**config.mk**
```make
export PLATFORM = sky130hd
export DESIGN_NAME = bank_decoder
export DESIGN_NICKNAME = d
export VERILOG_FILES = /design/src/hw/mem_pkg.sv /design/src/hw/bank_decoder.sv
export SDC_FILE = /design/constraint.sdc
export NUM_CORES = 1
export LEC_CHECK = 0
export BUFFER_PORTS_ARGS = -buffer_cell sky130_fd_sc_hd__buf_2
export CAP_MARGIN = 10
export CORE_ASPECT_RATIO = 1.1
export CORE_MARGIN = 2
export CORE_UTILIZATION = 28
export CTS_BUF_LIST = sky130_fd_sc_hd__clkbuf_16
export DETAILED_ROUTE_END_ITERATION = 12
export GPL_TIMING_DRIVEN = 0
export PLACE_DENSITY_LB_ADDON = 0.12
export REMOVE_ABC_BUFFERS = 1
export SETUP_SLACK_MARGIN = 0.5
export SLEW_MARGIN = 20
export SYNTH_ARGS = -nofsm -noshare
export SYNTH_HDL_FRONTEND = slang
export SYNTH_SLANG_ARGS = --single-unit
```
**constraint.sdc**
```tcl
create_clock -name mig_clk -period 8.3 [get_ports mig_clk]
set_clock_uncertainty 0.1 [all_clocks]
set_input_delay 0.83 -clock mig_clk [delete_from_list [all_inputs] [get_ports mig_clk]]
set_output_delay 0.83 -clock mig_clk [all_outputs]
set_load 0.01 [all_outputs]
```
**src/hw/mem_pkg.sv**
```systemverilog
// memory path package with the address map, widths and shared enums
package mem_pkg;

   // widths
   localparam int ADDR_W         = 16;
   localparam int DATA_W         = 32;
   localparam int STRB_W         = DATA_W / 8;

   // bank geometry
   localparam int N_BANKS        = 4;
   localparam int WORDS_PER_BANK = 256;

   // address fields, bits 1:0 are the byte offset and are ignored
   localparam int BANK_SEL_LSB   = 12;
   localparam int BANK_SEL_W     = 2;  // bits 13:12
   localparam int WORD_LSB       = 2;
   localparam int WORD_W         = 8;  // bits 9:2

   // must be zero for a mapped address: bits 15, 14, 11, 10
   localparam logic [ADDR_W-1:0] MAP_MASK = 16'hcc00;

   typedef logic [ADDR_W-1:0]     addr_t;
   typedef logic [DATA_W-1:0]     data_t;
   typedef logic [STRB_W-1:0]     strb_t;
   typedef logic [BANK_SEL_W-1:0] bank_idx_t;
   typedef logic [WORD_W-1:0]     word_idx_t;

   typedef enum logic {
      op_read  = 1'b0,
      op_write = 1'b1
   } mem_op_e;

   // same codes as the bus resp field
   typedef enum logic [1:0] {
      resp_okay   = 2'b00,
      resp_decerr = 2'b11
   } resp_e;

   typedef enum logic {
      dec_idle = 1'b0,
      dec_busy = 1'b1
   } dec_state_e;

   typedef enum logic {
      ack_low  = 1'b0,
      ack_high = 1'b1
   } ack_state_e;

endpackage

```
**src/hw/bank_decoder.sv**
```systemverilog
// request decoder, maps a master access onto one bank enable or a miss pulse
`timescale 1ns/100ps

module bank_decoder import mem_pkg::*; (
   input  logic               mig_clk,
   input  logic               rst_i,
   input  logic               req_i,
   input  mem_op_e            op_i,
   input  addr_t              addr_i,
   input  data_t              wdata_i,
   input  strb_t              strb_i,
   input  logic               release_i,
   output logic [N_BANKS-1:0] bank_en_o,
   output strb_t              bank_we_o,
   output word_idx_t          bank_word_o,
   output data_t              bank_wdata_o,
   output logic               miss_o
);

   dec_state_e state;
   logic       mapped;
   logic       start;
   bank_idx_t  bank_sel;
   word_idx_t  word_sel;

   // map rule
   assign mapped   = (addr_i & MAP_MASK) == '0;
   assign bank_sel = addr_i[BANK_SEL_LSB +: BANK_SEL_W];
   assign word_sel = addr_i[WORD_LSB +: WORD_W];

   assign start = (state == dec_idle) && req_i;

   // one access in flight, held until the collector releases it
   always_ff @(posedge mig_clk) begin
      if (rst_i) begin
         state <= dec_idle;
      end else begin
         case (state)
            dec_idle: begin
               if (req_i) begin
                  state <= dec_busy;
               end
            end
            dec_busy: begin
               if (release_i) begin
                  state <= dec_idle;
               end
            end
            default: state <= dec_idle;
         endcase
      end
   end

   // enable and miss are single-cycle pulses
   always_ff @(posedge mig_clk) begin
      if (rst_i) begin
         bank_en_o <= '0;
         miss_o    <= 1'b0;
      end else begin
         bank_en_o <= '0;
         miss_o    <= 1'b0;
         if (start) begin
            if (mapped) begin
               bank_en_o[bank_sel] <= 1'b1;
            end else begin
               miss_o <= 1'b1;
            end
         end
      end
   end

   // shared bank payload
   always_ff @(posedge mig_clk) begin
      if (start) begin
         bank_word_o  <= word_sel;
         bank_wdata_o <= wdata_i;
         bank_we_o    <= (op_i == op_write) ? strb_i : '0;  // no lanes on a read
      end
   end

endmodule

```
==> impl_metrics.ini <==
[timing]
holdWs_ns = 0.462
final_hold_viol_count = 0
final.period_utilization = 0.218
drv_slew = 0
grt_setup_unrepaired = false
tightest_slew_ns = 0.540
finalSetupTns_ns = 0
timing.fmax_ghz = 0.552
slew_headroom = 0.639
min_period_ns = 1.81
setup_viol = 0
setup_slack_ns = 6.49

[global_routing]
grt_max_degree = 29
grt_pass1_wl_um = 4540
antenna_found_initial = 0
grt_pass1_vias = 1012
grt_use_total = 0.105
grt-ovfl-total = 0

[yosys]
synth_cell_types = 10
yosys_warnings = 0
synth.avg_cell_area_um2 = 23.4
synth_top_area_frac = 0.856
ys_async_sr_fraction = 0
synth_edf_count = 44
synth.cell_area_um2 = 1540
synthTopCellsByCount = 44 x edfxtp_1, 6 x dfxtp_1, 4 x and2_1, 4 x nor4_1
yosysMostFrequentCell = edfxtp_1
yosysSeqAreaShare = 0.934
synthFlopType = edfxtp_1
synth.top_cells.by_area = edfxtp_1 86%, dfxtp_1 7.8%, and2_1 1.6%, nor4_1 1.6%, nor2b_1 0.81%
yosysTopAreaCell = edfxtp_1
synth-seq-cells = 50
syn_inst = 66

[setup_path]
crit_required_ns = 8.18
rr_endpoint = bank_wdata_o[19]
crit_path_end_kind = register
reg2reg_setup_slack_ns = 6.80
cp.arrival_ns = 1.69
cpPeakStageDelay_ns = 0.48
rr_worst_depth = 2
crit_family = simple AND/OR/NAND/NOR gates
cp_cell_sequence = buf_2, nor2b_4, buf_12
critPathMaxFanout = 28
worstSetupStartpointType = input pin
crit_type = input pin to register
r2r-start = state
cp_slowest_cell = nor2b_4
worst-path-buf-inv = 2

[hold_path]
min_delay_path_depth = 1
hold_start = state
min_path_type = register to register
whs_endpoint = state

[cells_and_area]
area_growth_pct = 50.2
antennaDiodeCount = 0
design_area_um2 = 2320
fillers = 529
final_nets = 234
drive_gt1_frac = 0.635

[route]
ant_nets = 0
wl_per_cell_um = 12.8
via_count = 980
drt-pass1-iter-count = 4
wl_um = 3240
drcViolationCount = 0
via_per_inst = 3.87
drt-initial-drc-count = 24

[clock_network]
cts-hold-fix-buffers = 0
worst_skew_pair.late_latency_ns = 0.28
cts_sinks = 50
clock_tree.htree_level_count = 2
clk_path_buf_depth = 2
cts_buffers = 5
cts_resized = 0
cts_tree = done
ctsRootBufferMaster = clkbuf_16
post-cts-setup-buffers = 0
clkTransAtPathRegs_ns = 0.06

[placement]
place_area_um2 = 2180
place.port_buffers = 103
post-place-ws_ns = 6.18
gp_congestion = 0.625
dp_hpwl_um = 2510

[floorplanning]
die_w_um = 74.8
start_util = 0.288
coreArea_um2 = 5360
row_count = 28
top_level_ports = 106
die_area_um2 = 6120
die_h_um = 81.9

[pwr]
leakagePower_nw = 1.01
max-vdd-ir-drop_mv = 0.113
powerDensity_nw_per_um2 = 226

[run]
max-cap-violations = 0

[status]
status = completed
[power breakdown]
group | internal [mW] | total (mW) | switching, mW
registers | 0.290 | 0.294 | 0.00335
logic | 0.0203 | 0.0432 | 0.0229
clock network | 0.109 | 0.188 | 0.0788
[worst max-delay path by stage]
stage          depth (start not counted)               end  slack (ns)  start
2_1_floorplan                          1   bank_wdata_o[0]        4.96  req_i
3_3_place_gp                           2  bank_wdata_o[11]        4.22  req_i
3_5_place_dp                           3  bank_wdata_o[11]        6.18  req_i
4_1_cts                                3  bank_wdata_o[19]        6.47  req_i
5_1_grt                                3  bank_wdata_o[20]        6.41  req_i
6_report                               3  bank_wdata_o[19]        6.49  req_i
[area by class of cell]
cell class                 count  area [µm²]  share of cell area
multi-input combinational     14         101              0.0437
tap                           75        93.8              0.0405
inverter                       2        7.51             0.00324
clock inverter                 3        12.5             0.00540
clock buffer                   5         125              0.0540
timing repair buffer         104         536               0.231
sequential                    50        1440               0.622
[registers in the layout, summed over array words and instances (netlist names)]
signal,cells
state,1
bank_we_o,4
bank_en_o,4
bank_wdata_o,32
bank_word_o,8
miss_o,1
[per-layer routing]
layer / vias to the layer above / global-route usage / routed length, µm
met2: 45 / 0.184 / 1850
li1: 477 / - / -
met3: 5 / 0.0552 / 291
met1: 453 / 0.102 / 1050
met5: - / 0 / 0
met4: 0 / 0.0429 / 53
[cells by family after synthesis]
logic type / count (synthesis) / synth area share
AOI/OAI and AO/OA: 1 / 0.00487
DFF: 50 / 0.934
buffers and inverters: 2 / 0.00487
and+or+nand+nor: 13 / 0.0560
[layout by cell type, fill, tap and decap left out]
cell type / count
a211oi_1: 1
clkinv_2: 1
buf_12: 1
or4_4: 1
inv_1: 3
buf_2: 103
and2_1: 4
nor2b_4: 1
or3b_2: 1
clkbuf_16: 5
nor4_1: 4
dfxtp_1: 6
clkinv_1: 1
nor2b_1: 1
edfxtp_1: 44
nor2_1: 1
[metrics by stage]
step,util,power [mW],cells
final,0.432,0.525,253
after CTS,0.432,0.533,253
after detailed placement,0.407,0.344,245
after global routing,0.432,0.547,253
after floorplan,-,0.315,66
after global placement,0.401,0.340,244
Power figures use the tool's default switching activity.
