<file path="config.mk">
export PLATFORM = sky130hd
export DESIGN_NAME = resp_collector
export DESIGN_NICKNAME = d
export VERILOG_FILES = /design/src/hw/mem_pkg.sv /design/src/hw/resp_collector.sv
export SDC_FILE = /design/constraint.sdc
export NUM_CORES = 1
export LEC_CHECK = 0
export BUFFER_PORTS_ARGS = -buffer_cell sky130_fd_sc_hd__buf_2
export CAP_MARGIN = 20
export CELL_PAD_IN_SITES_DETAIL_PLACEMENT = 1
export CELL_PAD_IN_SITES_GLOBAL_PLACEMENT = 2
export CORE_ASPECT_RATIO = 0.5
export CORE_MARGIN = 4
export CORE_UTILIZATION = 21
export DETAILED_ROUTE_END_ITERATION = 7
export GPL_ROUTABILITY_DRIVEN = 0
export GPL_TIMING_DRIVEN = 0
export HOLD_SLACK_MARGIN = 0.08
export PLACE_DENSITY_LB_ADDON = 0.1
export SKIP_LAST_GASP = 1
export SLEW_MARGIN = 5
export SYNTH_ARGS = -nofsm -noshare
export SYNTH_HDL_FRONTEND = slang
export SYNTH_SLANG_ARGS = --single-unit
</file>
<file path="constraint.sdc">
create_clock -name mig_clk -period 3.5 [get_ports mig_clk]
set_input_delay 0.175 -clock mig_clk [delete_from_list [all_inputs] [get_ports mig_clk]]
set_output_delay 0.175 -clock mig_clk [all_outputs]
set_load 0.05 [all_outputs]
</file>
<file path="src/hw/mem_pkg.sv">
// memory path package with the address map, widths and shared enums
package mem_pkg;

   // widths
   localparam int ADDR_W         = 16;
   localparam int DATA_W         = 32;
   localparam int STRB_W         = DATA_W / 8;

   // bank geometry
   localparam int N_BANKS        = 4;
   localparam int WORDS_PER_BANK = 256;

   // address fields, bits 1:0 are the byte offset and are ignored
   localparam int BANK_SEL_LSB   = 12;
   localparam int BANK_SEL_W     = 2;  // bits 13:12
   localparam int WORD_LSB       = 2;
   localparam int WORD_W         = 8;  // bits 9:2

   // must be zero for a mapped address: bits 15, 14, 11, 10
   localparam logic [ADDR_W-1:0] MAP_MASK = 16'hcc00;

   typedef logic [ADDR_W-1:0]     addr_t;
   typedef logic [DATA_W-1:0]     data_t;
   typedef logic [STRB_W-1:0]     strb_t;
   typedef logic [BANK_SEL_W-1:0] bank_idx_t;
   typedef logic [WORD_W-1:0]     word_idx_t;

   typedef enum logic {
      op_read  = 1'b0,
      op_write = 1'b1
   } mem_op_e;

   // same codes as the bus resp field
   typedef enum logic [1:0] {
      resp_okay   = 2'b00,
      resp_decerr = 2'b11
   } resp_e;

   typedef enum logic {
      dec_idle = 1'b0,
      dec_busy = 1'b1
   } dec_state_e;

   typedef enum logic {
      ack_low  = 1'b0,
      ack_high = 1'b1
   } ack_state_e;

endpackage

</file>
<file path="src/hw/resp_collector.sv">
// response collector, picks the bank result or miss and drives the ack handshake
`timescale 1ns/100ps

module resp_collector import mem_pkg::*; (
   input  logic               mig_clk,
   input  logic               rst_i,
   input  logic               req_i,
   input  logic [N_BANKS-1:0] bank_valid_i,
   input  data_t              bank_rdata_i [N_BANKS],
   input  logic               miss_i,
   output logic               ack_o,
   output resp_e              resp_o,
   output data_t              rdata_o,
   output logic               release_o
);

   ack_state_e state;
   logic       miss_d;
   logic       done;
   data_t      rdata_sel;

   // miss is one cycle ahead of a bank valid
   always_ff @(posedge mig_clk) begin
      if (rst_i) begin
         miss_d <= 1'b0;
      end else begin
         miss_d <= miss_i;
      end
   end

   assign done = (|bank_valid_i) || miss_d;

   // at most one bank is valid, so an or of the masked words is enough
   always_comb begin
      rdata_sel = '0;
      for (int i = 0; i < N_BANKS; i++) begin
         if (bank_valid_i[i]) begin
            rdata_sel = rdata_sel | bank_rdata_i[i];
         end
      end
   end

   always_ff @(posedge mig_clk) begin
      if (rst_i) begin
         state     <= ack_low;
         release_o <= 1'b0;
      end else begin
         release_o <= 1'b0;
         case (state)
            ack_low: begin
               if (done) begin
                  state <= ack_high;
               end
            end
            ack_high: begin
               if (!req_i) begin
                  state     <= ack_low;
                  release_o <= 1'b1;  // frees the decoder
               end
            end
            default: state <= ack_low;
         endcase
      end
   end

   // held for the whole ack phase
   always_ff @(posedge mig_clk) begin
      if (state == ack_low && done) begin
         resp_o  <= miss_d ? resp_decerr : resp_okay;
         rdata_o <= rdata_sel;
      end
   end

   assign ack_o = (state == ack_high);

endmodule

</file>
==> metrics list <==
* Type of the worst setup path: reg -> reg
- The first global-routing pass estimated 11500 um of wire.
* Deepest clock path buffer count: 2
- Synthesized-area fraction occupied by ao, oa, aoi and oai cells: 0.3186
- Root Buffer: sky130_fd_sc_hd__clkbuf_16
- A synthesized cell averages 13.01 sq um.
- Average wire length per cell after detail routing: 15.92 um
* HPWL after detailed placement: 6132 um
- Headroom to the max-slew limit came out at 0.7237.
- IR analysis of the VDD net gives a maximum drop of 163.7 uV.
- For this run, design rule violations remaining after detail routing come to 0.
- The count of nets left with antenna violations once routing finished came out at 0.
* Post-synthesis register bit count: 36
- The final layout contains routed wiring with a total length of 7481 um.
- Counting the buffers created by CTS gives 5.
- CTS clk-pin slew, worst paths: 0.06 ns
* Final number of max-transition violations: 0
- Sequential cell area fraction in the yosys report: 0.5147
- The detailed router placed 1980 vias in this run.
- Actual slew at the worst max-slew pin: 0.4135 ns
* Data arrival at the endpoint of the critical path: 1.31 ns
- The via count of the first global-routing pass is 2276.
- Post-synthesis to final-layout area growth: 58.88%
- The count of endpoints failing hold in the final timing report was 0.
- Worst Setup Slack post-DPL: 2.126 ns
- Setup repair after global routing left no endpoint under its margin.
* Worst Path Required: 3.48 ns
- Number of endpoints failing setup at the final stage: 0
- Worst-Skew Late Latency: 0.27 ns
* Basic-gate share of the synthesized area counting and, or, nand and nor cells: 0.07475
- Buffer count from post-CTS setup fixing: 0
- The tree built by TritonCTS fans out to 36 sinks.
* Highest-count cells in the layout ignoring fill and taps: sky130_fd_sc_hd__buf_2, sky130_fd_sc_hd__a22oi_1, sky130_fd_sc_hd__edfxtp_1
* Kind of capture point of the worst setup path: flip-flop
- Post-synthesis xor/xnor area fraction: 0
- Final setup margin: 2.165 ns
* Run status: finished, final reports clean
- Buffers inserted to repair hold after CTS numbered 2.
- The share of synthesized area in the top cell type comes to 0.4853.
* DR vias/cell: 4.213
* Area of the core region: 9447 sq um
- The clock period could shrink to 1.335 ns.
- The number of placed instances, taps included, is 460.
- Number of warnings printed during yosys synthesis: 0
* Post-synth top area cell: sky130_fd_sc_hd__edfxtp_1
* Die area: 11460 sq um
- All-layer global routing usage: 0.1283
- Number of rows in the core area: 25
- In this run the worst path has a maximum fanout of 24.
- Dividing the final minimum period by the clock period gives 0.3813.
- Ratio of cells with drive above 1 in the final layout: 0.6687
- Number of instances in the synthesized netlist: 157
- Between clock sinks in the finished design, the worst skew comes to 0.004336 ns.
* Peak Freq: 749.3 MHz
- Worst hold path type: in -> reg
* Multiplexer share of the synthesized area: 0
* Initial Utilization: 0.2162
* Netlist cell types: 15
- In this run the count of I/O pins placed on the die edge is 172.
- The final layout contains 470 nets.
- Cell area after technology mapping: 2042 sq um
* Non-Filler Instances: 470
- Max-cap violations: 0
- Dominant combinational cell family by area after synthesis: compound AO/OA/AOI/OAI gates
- Leaving out fill and tap cells, the most frequent cell in the layout is sky130_fd_sc_hd__buf_2.
* Number of levels in the clock H-tree: 2
- Post-CTS repair changed the size of 0 cells.
- The worst setup path is launched from a flip-flop.
- The die is 77.73 um tall.
- Pin count of the biggest net entering global routing: 25
- Clock tree from TritonCTS: yes
- Main area contributors after synthesis: sky130_fd_sc_hd__edfxtp_1, sky130_fd_sc_hd__a22oi_2, sky130_fd_sc_hd__a22oi_1
* Adder and majority cell fraction of the synthesized area: 0
- The floorplan step set the die width to 147.5 um.
- During placement, the flow inserted port buffers numbering 167.
- Setup TNS: 0 ns
- The first TritonRoute pass finished after 4 iterations.
- Static leakage: 1.446 nW
* Post-synth net total: 293
- Grt ovf: 0
- The initial antenna violation count was 0.
- Initial DRC count: 35
- Pwr Density: 416.6 nW/um^2
- The number of antenna diodes in the final layout is 0.
[power breakdown]
part	switching [mW]	leakage [nW]	total (mW)	internal, mW
clock	0.159	0.0712	0.442	0.284
sequential	0.00945	0.332	0.525	0.515
combinational	0.241	1.04	0.384	0.143
[state kept, by name, indices dropped and copies added (netlist names)]
signal	count
miss_d	1
rdata_o	32
ack_o	1
release_o	1
resp_o	1
[layer usage]
metal,share of wire,global-route usage,up-vias
met3,0.082,0.05076,4
met2,0.53,0.2385,74
li1,-,-,978
met5,0,0,-
met4,0.0082,0.02045,0
met1,0.37,0.1415,924
[cells by family (layout without fill, tap and decap cells)]
family / Yosys count / in the layout
AOI/OAI and AO/OA: 66 / 66
buffers and inverters: 18 / 196
DFF: 36 / 36
and+or+nand+nor: 37 / 37
[area by class of cell]
| type | count | area, sq um |
|---|---|---|
| fill | 1125 | 6202 |
| sequential | 36 | 1051 |
| timing repair buffer | 170 | 875.8 |
| multi-input combinational | 103 | 814.5 |
| buffer | 17 | 183.9 |
| tap | 135 | 168.9 |
| clock buffer | 8 | 146.4 |
| inverter | 1 | 3.754 |
[synthesized netlist by cell type]
cell	count
sky130_fd_sc_hd__a21oi_1	1
sky130_fd_sc_hd__dfxtp_1	3
sky130_fd_sc_hd__nand2_1	32
sky130_fd_sc_hd__a22oi_2	30
sky130_fd_sc_hd__edfxtp_1	33
sky130_fd_sc_hd__nor3b_1	1
sky130_fd_sc_hd__nor2_1	1
sky130_fd_sc_hd__nor3_2	1
sky130_fd_sc_hd__buf_4	2
sky130_fd_sc_hd__inv_1	1
sky130_fd_sc_hd__nor3_1	1
sky130_fd_sc_hd__a221oi_2	1
sky130_fd_sc_hd__buf_6	15
sky130_fd_sc_hd__nor2b_1	1
sky130_fd_sc_hd__a22oi_1	34
[worst max-delay path: stages (launching register included)]
cell                      delay (ns)
sky130_fd_sc_hd__dfxtp_1        0.35
sky130_fd_sc_hd__nor2_1         0.07
sky130_fd_sc_hd__a21oi_4        0.36
sky130_fd_sc_hd__buf_12         0.24
[path summary, 6_finish.rpt]
kind / start / end / depth (start not counted) / slack, ns
worst min-delay path: miss_i / miss_d / 2 / 0.13
worst max-delay path: miss_d / rdata_o[17] / 3 / 2.17
worst max register to register: miss_d / rdata_o[17] / 3 / 2.17
worst min register to register: miss_d / resp_o[0] / 0 / 0.47
[per-stage QoR]
step           total power, mW  instance area (sq um)  hold WS (ns)    util
6_report                 1.352                   3244        0.1327  0.3434
3_3_place_gp            0.9114                   3047        0.3587  0.3225
4_1_cts                  1.378                   3244        0.1304  0.3434
2_1_floorplan           0.7741                   2042        0.2412       -
3_5_place_dp            0.9225                   3078        0.3699  0.3258
5_1_grt                  1.427                   3244        0.1323  0.3434
Note: power is estimated with default switching activity, not from simulation.
